===== config.mk =====
export PLATFORM = sky130hd
export DESIGN_NAME = gat_attn_top
export DESIGN_NICKNAME = d
export VERILOG_FILES = /design/src/rtl/gat_pkg.sv /design/src/rtl/gat_apb_regs.sv /design/src/rtl/gat_attn_top.sv /design/src/rtl/gat_coef_combine.sv /design/src/rtl/gat_score_unit.sv
export SDC_FILE = /design/constraint.sdc
export NUM_CORES = 2
export LEC_CHECK = 0
export ABC_AREA = 1
export BUFFER_PORTS_ARGS = -buffer_cell sky130_fd_sc_hd__buf_2
export CORE_UTILIZATION = 57
export DETAILED_ROUTE_END_ITERATION = 6
export HOLD_SLACK_MARGIN = 0.02
export PLACE_DENSITY = 0.87
export SLEW_MARGIN = 20
export SYNTH_ARGS = -nofsm -noshare
export SYNTH_HDL_FRONTEND = slang
export SYNTH_SLANG_ARGS = --single-unit

===== constraint.sdc =====
create_clock -name clk -period 4.7 [get_ports clk]
set_clock_uncertainty 0.15 [all_clocks]
set_input_delay 0.47 -clock clk [delete_from_list [all_inputs] [get_ports clk]]
set_output_delay 0.47 -clock clk [all_outputs]
set_load 0.03 [all_outputs]

===== src/rtl/gat_pkg.sv =====
package gat_pkg;

  // ======================================================================
  // Data widths
  // ======================================================================
  localparam int FEAT_W  = 8;
  localparam int PROD_W  = 16;
  // Room for the sum of up to MAX_FEATURE products
  localparam int SCORE_W = 20;

  localparam int MAX_FEATURE = 16;

  // Negative slope of LeakyReLU is 2^-LRELU_SHIFT
  localparam int LRELU_SHIFT = 3;

  // ======================================================================
  // APB register map
  // ======================================================================
  localparam int APB_AW = 8;

  // Self half starts at byte 0x00 and the neighbour half follows it
  localparam logic [APB_AW-1:0] A_NEIGH_BASE = APB_AW'(4 * MAX_FEATURE);
  localparam logic [APB_AW-1:0] CTRL_ADDR    = APB_AW'(8 * MAX_FEATURE);
  localparam logic [APB_AW-1:0] COUNT_ADDR   = APB_AW'(8 * MAX_FEATURE + 4);

  typedef enum logic [2:0] {
    REG_A_SELF,
    REG_A_NEIGH,
    REG_CTRL,
    REG_COUNT,
    REG_BAD
  } reg_sel_e;

endpackage


===== src/rtl/gat_apb_regs.sv =====
`timescale 1ns/1ps

module gat_apb_regs
  import gat_pkg::*;
#(
  parameter int NUM_FEATURE = 4
) (
  input  logic                          clk,
  input  logic                          rst_n,

  input  logic [APB_AW-1:0]             paddr_i,
  input  logic                          psel_i,
  input  logic                          penable_i,
  input  logic                          pwrite_i,
  input  logic [31:0]                   pwdata_i,
  output logic [31:0]                   prdata_o,
  output logic                          pready_o,
  output logic                          pslverr_o,

  input  logic                          coef_fire_i,

  output logic [NUM_FEATURE*FEAT_W-1:0] a_self_o,
  output logic [NUM_FEATURE*FEAT_W-1:0] a_neigh_o,
  output logic                          ctrl_en_o
);

  localparam int IDX_W = $clog2(MAX_FEATURE);

  logic [NUM_FEATURE-1:0][FEAT_W-1:0] a_self_q;
  logic [NUM_FEATURE-1:0][FEAT_W-1:0] a_neigh_q;
  logic                               ctrl_en_q;
  logic [31:0]                        count_q;

  reg_sel_e         reg_sel;
  logic [IDX_W-1:0] idx;
  logic             access;
  logic             wr_en;

  // ======================================================================
  // Address decode
  // ======================================================================
  assign idx    = paddr_i[2 +: IDX_W];
  assign access = psel_i && penable_i;

  always_comb begin
    reg_sel = REG_BAD;
    if (paddr_i[1:0] == 2'b00) begin
      if (paddr_i < A_NEIGH_BASE) begin
        if (idx < NUM_FEATURE) reg_sel = REG_A_SELF;
      end else if (paddr_i < CTRL_ADDR) begin
        if (idx < NUM_FEATURE) reg_sel = REG_A_NEIGH;
      end else if (paddr_i == CTRL_ADDR) begin
        reg_sel = REG_CTRL;
      end else if (paddr_i == COUNT_ADDR) begin
        reg_sel = REG_COUNT;
      end
    end
  end

  // Writing the read-only count is an error
  assign pslverr_o = access && (reg_sel == REG_BAD || (pwrite_i && reg_sel == REG_COUNT));
  assign pready_o  = 1'b1;
  assign wr_en     = access && pwrite_i && !pslverr_o;

  // ======================================================================
  // Registers
  // ======================================================================
  always_ff @(posedge clk or negedge rst_n) begin
    if (!rst_n) begin
      a_self_q  <= '0;
      a_neigh_q <= '0;
      ctrl_en_q <= 1'b0;
    end else if (wr_en) begin
      case (reg_sel)
        REG_A_SELF:  a_self_q[idx]  <= pwdata_i[FEAT_W-1:0];
        REG_A_NEIGH: a_neigh_q[idx] <= pwdata_i[FEAT_W-1:0];
        REG_CTRL:    ctrl_en_q      <= pwdata_i[0];
        default:     ;
      endcase
    end
  end

  always_ff @(posedge clk or negedge rst_n) begin
    if (!rst_n) begin
      count_q <= '0;
    end else if (coef_fire_i) begin
      count_q <= count_q + 32'd1;
    end
  end

  // Entries read back sign-extended
  always_comb begin
    prdata_o = '0;
    if (access) begin
      case (reg_sel)
        REG_A_SELF:  prdata_o = {{(32-FEAT_W){a_self_q[idx][FEAT_W-1]}}, a_self_q[idx]};
        REG_A_NEIGH: prdata_o = {{(32-FEAT_W){a_neigh_q[idx][FEAT_W-1]}}, a_neigh_q[idx]};
        REG_CTRL:    prdata_o = {31'd0, ctrl_en_q};
        REG_COUNT:   prdata_o = count_q;
        default:     prdata_o = '0;
      endcase
    end
  end

  assign a_self_o  = a_self_q;
  assign a_neigh_o = a_neigh_q;
  assign ctrl_en_o = ctrl_en_q;

  // No wait states, so every access phase follows its own setup phase
  assert property (@(posedge clk) disable iff (!rst_n)
    penable_i |-> $past(psel_i && !penable_i));

endmodule


===== src/rtl/gat_attn_top.sv =====
`timescale 1ns/1ps

module gat_attn_top
  import gat_pkg::*;
#(
  parameter int NUM_FEATURE = 4
) (
  input  logic                          clk,
  input  logic                          rst_n,

  // APB
  input  logic [APB_AW-1:0]             paddr_i,
  input  logic                          psel_i,
  input  logic                          penable_i,
  input  logic                          pwrite_i,
  input  logic [31:0]                   pwdata_i,
  output logic [31:0]                   prdata_o,
  output logic                          pready_o,
  output logic                          pslverr_o,

  // Edge input stream
  input  logic                          edge_valid_i,
  input  logic [NUM_FEATURE*FEAT_W-1:0] edge_self_i,
  input  logic [NUM_FEATURE*FEAT_W-1:0] edge_neigh_i,
  output logic                          edge_ready_o,

  // Coefficient output stream
  output logic                          coef_valid_o,
  output logic signed [SCORE_W-1:0]     coef_o,
  input  logic                          coef_ready_i
);

  logic [NUM_FEATURE*FEAT_W-1:0] a_self;
  logic [NUM_FEATURE*FEAT_W-1:0] a_neigh;
  logic                          ctrl_en;
  logic                          pipe_adv;
  logic                          coef_fire;
  logic                          self_valid;
  logic signed [SCORE_W-1:0]     self_score;
  logic                          neigh_valid;
  logic signed [SCORE_W-1:0]     neigh_score;

  // ======================================================================
  // Register bank
  // ======================================================================
  gat_apb_regs #(
    .NUM_FEATURE (NUM_FEATURE)
  ) u_apb_regs (
    .clk         (clk),
    .rst_n       (rst_n),
    .paddr_i     (paddr_i),
    .psel_i      (psel_i),
    .penable_i   (penable_i),
    .pwrite_i    (pwrite_i),
    .pwdata_i    (pwdata_i),
    .prdata_o    (prdata_o),
    .pready_o    (pready_o),
    .pslverr_o   (pslverr_o),
    .coef_fire_i (coef_fire),
    .a_self_o    (a_self),
    .a_neigh_o   (a_neigh),
    .ctrl_en_o   (ctrl_en)
  );

  // ======================================================================
  // Score units and combiner
  // ======================================================================
  gat_score_unit #(
    .NUM_FEATURE (NUM_FEATURE)
  ) u_self_score (
    .clk           (clk),
    .rst_n         (rst_n),
    .pipe_adv_i    (pipe_adv),
    .edge_valid_i  (edge_valid_i),
    .edge_ready_i  (edge_ready_o),
    .feat_i        (edge_self_i),
    .attn_i        (a_self),
    .score_valid_o (self_valid),
    .score_o       (self_score)
  );

  gat_score_unit #(
    .NUM_FEATURE (NUM_FEATURE)
  ) u_neigh_score (
    .clk           (clk),
    .rst_n         (rst_n),
    .pipe_adv_i    (pipe_adv),
    .edge_valid_i  (edge_valid_i),
    .edge_ready_i  (edge_ready_o),
    .feat_i        (edge_neigh_i),
    .attn_i        (a_neigh),
    .score_valid_o (neigh_valid),
    .score_o       (neigh_score)
  );

  gat_coef_combine #(
    .NUM_FEATURE (NUM_FEATURE)
  ) u_coef_combine (
    .clk           (clk),
    .rst_n         (rst_n),
    .ctrl_en_i     (ctrl_en),
    .self_valid_i  (self_valid),
    .self_score_i  (self_score),
    .neigh_valid_i (neigh_valid),
    .neigh_score_i (neigh_score),
    .coef_ready_i  (coef_ready_i),
    .pipe_adv_o    (pipe_adv),
    .edge_ready_o  (edge_ready_o),
    .coef_valid_o  (coef_valid_o),
    .coef_o        (coef_o),
    .coef_fire_o   (coef_fire)
  );

endmodule


===== src/rtl/gat_coef_combine.sv =====
`timescale 1ns/1ps

module gat_coef_combine
  import gat_pkg::*;
#(
  parameter int NUM_FEATURE = 4
) (
  input  logic                      clk,
  input  logic                      rst_n,

  input  logic                      ctrl_en_i,
  input  logic                      self_valid_i,
  input  logic signed [SCORE_W-1:0] self_score_i,
  input  logic                      neigh_valid_i,
  input  logic signed [SCORE_W-1:0] neigh_score_i,
  input  logic                      coef_ready_i,

  output logic                      pipe_adv_o,
  output logic                      edge_ready_o,
  output logic                      coef_valid_o,
  output logic signed [SCORE_W-1:0] coef_o,
  output logic                      coef_fire_o
);

  if (NUM_FEATURE < 1 || NUM_FEATURE > MAX_FEATURE) begin : g_bad_num_feature
    $error("NUM_FEATURE must lie between 1 and MAX_FEATURE");
  end

  logic signed [SCORE_W:0]   sum;
  logic signed [SCORE_W:0]   lrelu;
  logic                      coef_valid_q;
  logic signed [SCORE_W-1:0] coef_q;

  // Whole pipeline moves when the output slot is free or being taken
  assign pipe_adv_o   = !coef_valid_q || coef_ready_i;
  assign edge_ready_o = pipe_adv_o && ctrl_en_i;

  // LeakyReLU on the combined score
  assign sum   = self_score_i + neigh_score_i;
  assign lrelu = sum[SCORE_W] ? (sum >>> LRELU_SHIFT) : sum;

  always_ff @(posedge clk or negedge rst_n) begin
    if (!rst_n) begin
      coef_valid_q <= 1'b0;
    end else if (pipe_adv_o) begin
      coef_valid_q <= self_valid_i && neigh_valid_i;
    end
  end

  always_ff @(posedge clk) begin
    if (pipe_adv_o) coef_q <= lrelu[SCORE_W-1:0];
  end

  assign coef_valid_o = coef_valid_q;
  assign coef_o       = coef_q;
  assign coef_fire_o  = coef_valid_q && coef_ready_i;

  // Both score units share one advance, so they stay in lockstep
  assert property (@(posedge clk) disable iff (!rst_n) self_valid_i == neigh_valid_i);

  assert property (@(posedge clk) disable iff (!rst_n)
    coef_valid_o && !coef_ready_i |=> $stable(coef_o));

endmodule


===== src/rtl/gat_score_unit.sv =====
`timescale 1ns/1ps

module gat_score_unit
  import gat_pkg::*;
#(
  parameter int NUM_FEATURE = 4
) (
  input  logic                          clk,
  input  logic                          rst_n,

  input  logic                          pipe_adv_i,
  input  logic                          edge_valid_i,
  input  logic                          edge_ready_i,
  input  logic [NUM_FEATURE*FEAT_W-1:0] feat_i,
  input  logic [NUM_FEATURE*FEAT_W-1:0] attn_i,

  output logic                          score_valid_o,
  output logic signed [SCORE_W-1:0]     score_o
);

  logic signed [PROD_W-1:0]  prod_q [NUM_FEATURE];
  logic                      prod_valid_q;
  logic signed [SCORE_W-1:0] sum_d;
  logic signed [SCORE_W-1:0] sum_q;
  logic                      sum_valid_q;

  // ======================================================================
  // Stage 1 element-wise products
  // ======================================================================
  always_ff @(posedge clk) begin
    if (pipe_adv_i) begin
      for (int i = 0; i < NUM_FEATURE; i++) begin
        prod_q[i] <= $signed(feat_i[i*FEAT_W +: FEAT_W]) *
                     $signed(attn_i[i*FEAT_W +: FEAT_W]);
      end
    end
  end

  // ======================================================================
  // Stage 2 adder tree
  // ======================================================================
  always_comb begin
    sum_d = '0;
    for (int i = 0; i < NUM_FEATURE; i++) begin
      sum_d = sum_d + prod_q[i];
    end
  end

  always_ff @(posedge clk) begin
    if (pipe_adv_i) sum_q <= sum_d;
  end

  always_ff @(posedge clk or negedge rst_n) begin
    if (!rst_n) begin
      prod_valid_q <= 1'b0;
      sum_valid_q  <= 1'b0;
    end else if (pipe_adv_i) begin
      prod_valid_q <= edge_valid_i && edge_ready_i;
      sum_valid_q  <= prod_valid_q;
    end
  end

  assign score_valid_o = sum_valid_q;
  assign score_o       = sum_q;

  assert property (@(posedge clk) disable iff (!rst_n)
    !pipe_adv_i |=> $stable(score_valid_o));

endmodule


==> results.md <==
- RSZ-0062 raised after global routing: true
- I/O pin total: about 170
- CTS sink count: around 290
- DRC Markers: 0
- Worst min-delay path startpoint: coef_ready_i
- CORE AREA: 0.0646 mm²
- Die Y: 258 µm
- R2r endpoint: u_self_score.prod_q[1][14]$_DFFE_PN_
- Status: complete, no violations
- Kind of critical path: register to register
- Layout cells sized above 1: ~7.4%
- FP Rows: 93
- Clock slew at reported path FFs: 0.06 ns
- DRT iter0 DRCs: ~2500
- Fin. Hold Viols: 0
- First-pass GRT wire length: 153 mm
- Finished Layout Cells: between 5000 and 6000
- Drt wl/cell: between 15 and 20 µm
- Post-synthesis instance area: about 0.037 mm²
- Root buf cell: clkbuf_16
- #FFs+latches synth: 288
- First-pass iteration count of the detailed router: 6
- Layout Utilization: 62.2%
- Initial Utilization: 57.8%
- Fin crit share: between 90% and 100%
- Count of cell types in the netlist: 48
- Most frequent cell after synthesis: inv_1
- CTS tree: built
- Input/output buffers: 141
- R2R Setup Slk: 0.08 ns
- Post-synthesis sequential area ratio: a little over a fifth
- Ranking of synthesized cells by area: fa_1 26%, edfxtp_1 15%, inv_1 12%
- VDD IR max: about 0.00038 V
- Place WS: -0.0179 ns
- Slew @ Worst Pin: just over 1 ns
- Global Route Usage Sum: between 20% and 30%
- CTS Buf Count: 35
- Syn_nets: approximately 5500
- Total number of vias: 30100
- H-tree depth: 2
- Vias in the first global route: slightly above 30000
- Slew Limit Fails: 0
- Reg2reg path depth: 13
- Largest net degree at the start of global routing: slightly above 100
- Max transition margin: 31.7%
- Post-synthesis async set-or-reset flop share: 34.7%
- Antenna violations before repair: 8
- Final setup margin: roughly 0.084 ns
- Maximum clock insertion buffer count: 3
- Setup TNS: 0 ns
- PwrDens: ~340 mW/mm²
- Syn avg cell area: a little over 8 µm²
- CP Capture Type: register
- Top post-synthesis cells by count: 1144 x inv_1, 1092 x nand2_1, 477 x fa_1, 323 x ha_1, 195 x nor2_1
- Post-Place Cells: 5486
- Final RePlAce weighted congestion: 0.963
- Internal power: 7.52 mW
- Post-synth top area share: between 20% and 30%
- CP required: 4.93 ns
- Reg power frac: 28.8%
- Clock share of power: about a fifth
- Hold_ws: about 0.12 ns
- Synth-to-Final Area Change: 7.58%
- Min-Delay Path Depth: 4
- Final setup fails: 0
- Post-DRT Antenna Nets: 0
- Ys flop type: edfxtp_1
- Post-synth EDFFs: 188
- Hold EP: u_self_score.score_valid_o$_DFFE_PN0N_
- Via density: 5.42
- Net switching fraction of the power: 45.5%
- Clock Latency Late Sink: ~0.55 ns
- Max-cap violations: 0
- Achievable clock frequency: around 220 MHz
- Nets: about 5600
- Largest area contributor in the netlist: fa_1
- Chip width: 258 µm
- Final HPWL DP: around 76 mm
- WL final: around 93 mm
- Total die area: between 0.06 and 0.07 mm²
- CP max FO: 5
- Startpoint types: register
- Yosys Warn Count: 0
- Global route overflow: 0
- Arr. time, crit path: 4.85 ns
- Switching power total: ~6.3 mW
- Syn Inst Count: around 4600
- Hold Path Class: input pin to register
- Post-route minimum period: between 4 and 5 ns
- Leakage power: between 20 and 25 nW
- Combinational share of power: between 50% and 60%
- Reg-to-reg startpoint: u_apb_regs.a_self_o[15]$_DFFE_PN0P_
logic make-up (layout without fill, tap and decap cells):
| logic type | after synthesis | in the layout | share of synthesized area, % |
|---|---|---|---|
| simple gates | 1557 | 1557 | 17.0 |
| fa+ha+maj | 800 | 800 | 36.4 |
| xor+xnor | 217 | 217 | 5.09 |
| compound gates | 412 | 412 | 6.25 |
| flops | 288 | 288 | 21.8 |
| other cells | 1 | 6 | 0.0100 |
| buf+inv | 1304 | 1426 | 13.4 |
layout make-up:
cell class,instances,area [µm²]
clock inverter,18,149
sequential,288,8160
clock buffer,44,930
inverter,1156,4360
multi-input combinational,2987,24300
fill,5154,24400
antenna,5,12.5
timing repair inverter,1,5.00
timing repair buffer,207,1220
tap,855,1070
what timing repair did:
action,4_1_cts,5_1_grt
pin swaps,0,0
endpoints found under the setup margin,1,28
buffers inserted,0,4
gates cloned,0,1
gates resized for setup,1,32
hold endpoints to repair,57,0
hold buffers,3,0
per-stage QoR:
stage          total power, mW  instance area [µm²]
6_report                  13.8                40200
3_3_place_gp              10.9                38900
4_1_cts                   13.7                40000
2_1_floorplan             9.14                37300
3_5_place_dp              11.0                38900
5_1_grt                   14.8                40200
how the worst max path moves through the flow:
stage                                   startpoint  cells after the start                                    end  slack [ns]
2_1_floorplan                      edge_self_i[15]                     17   u_self_score.prod_q[1][15]$_DFFE_PN_        0.20
3_3_place_gp   u_apb_regs.a_neigh_o[7]$_DFFE_PN0P_                     14  u_neigh_score.prod_q[0][14]$_DFFE_PN_        0.11
3_5_place_dp                       edge_self_i[15]                     17   u_self_score.prod_q[1][15]$_DFFE_PN_       -0.02
4_1_cts        u_apb_regs.a_self_o[15]$_DFFE_PN0P_                     14   u_self_score.prod_q[1][12]$_DFFE_PN_        0.02
5_1_grt        u_apb_regs.a_self_o[23]$_DFFE_PN0P_                     16   u_self_score.prod_q[2][13]$_DFFE_PN_       -0.04
6_report       u_apb_regs.a_self_o[15]$_DFFE_PN0P_                     13   u_self_score.prod_q[1][14]$_DFFE_PN_        0.08
sequential cells by signal, summed over array words and instances (netlist names), 20 cells and up:
| register | count |
|---|---|
| u_self_score.score_o | 20 |
| u_neigh_score.prod_q | 64 |
| u_neigh_score.score_o | 20 |
| u_coef_combine.coef_o | 20 |
| u_apb_regs.a_self_o | 32 |
| u_apb_regs.a_neigh_o | 32 |
| u_apb_regs.count_q | 32 |
| u_self_score.prod_q | 64 |
critical path, cell delays in order (launching register included):
cell        delay [ns]
dfrtp_2           0.42
clkinvlp_4        0.17
or2_2             0.32
fa_1              0.51
fa_1              0.50
fa_1              0.52
fa_1              0.55
inv_1             0.05
ha_1              0.38
nand2_1           0.14
nor3_1            0.30
nand3_1           0.14
nand3_1           0.13
xor2_1            0.18
routing by layer:
layer  part of all wire, %  GRT usage [%]  up-vias
li1                      -              -    14000
met1                    38           35.5    14500
met2                    48           49.7     1307
met3                   8.0           4.52      310
met4                   5.4           13.7        6
met5                 0.049              0        -
cells in the final DEF, fill, tap and decap left out, types with 6 or more instances in the layout:
master	count
dfrtp_1	92
clkbuf_1	7
dfrtp_2	8
fa_1	476
ha_1	320
nand2_2	12
buf_2	140
xor2_1	133
clkbuf_16	35
nand2_1	1092
xnor2_1	83
inv_1	1143
buf_4	63
o21ai_0	94
clkinv_2	10
a21oi_1	148
nand4_1	35
o211ai_1	21
nor3_1	38
clkinvlp_4	8
nor2_1	195
edfxtp_1	188
or2_2	20
nand3_1	141
o21ai_1	64
nor2_4	6
a31oi_1	15
a21o_1	6
a22oi_1	8
o21ai_2	11
o21bai_1	12
power by group through the flow:
| stage | clock [mW] | combinational (mW) | sequential (mW) |
|---|---|---|---|
| 2_1_floorplan | 0 | 5.03 | 4.11 |
| 3_3_place_gp | 0 | 6.87 | 3.99 |
| 3_5_place_dp | 0 | 7.03 | 4.02 |
| 4_1_cts | 2.69 | 7.08 | 3.97 |
| 5_1_grt | 2.79 | 8.03 | 4.02 |
| 6_report | 2.67 | 7.17 | 3.98 |
No activity file was read; power rests on OpenSTA's default activity.
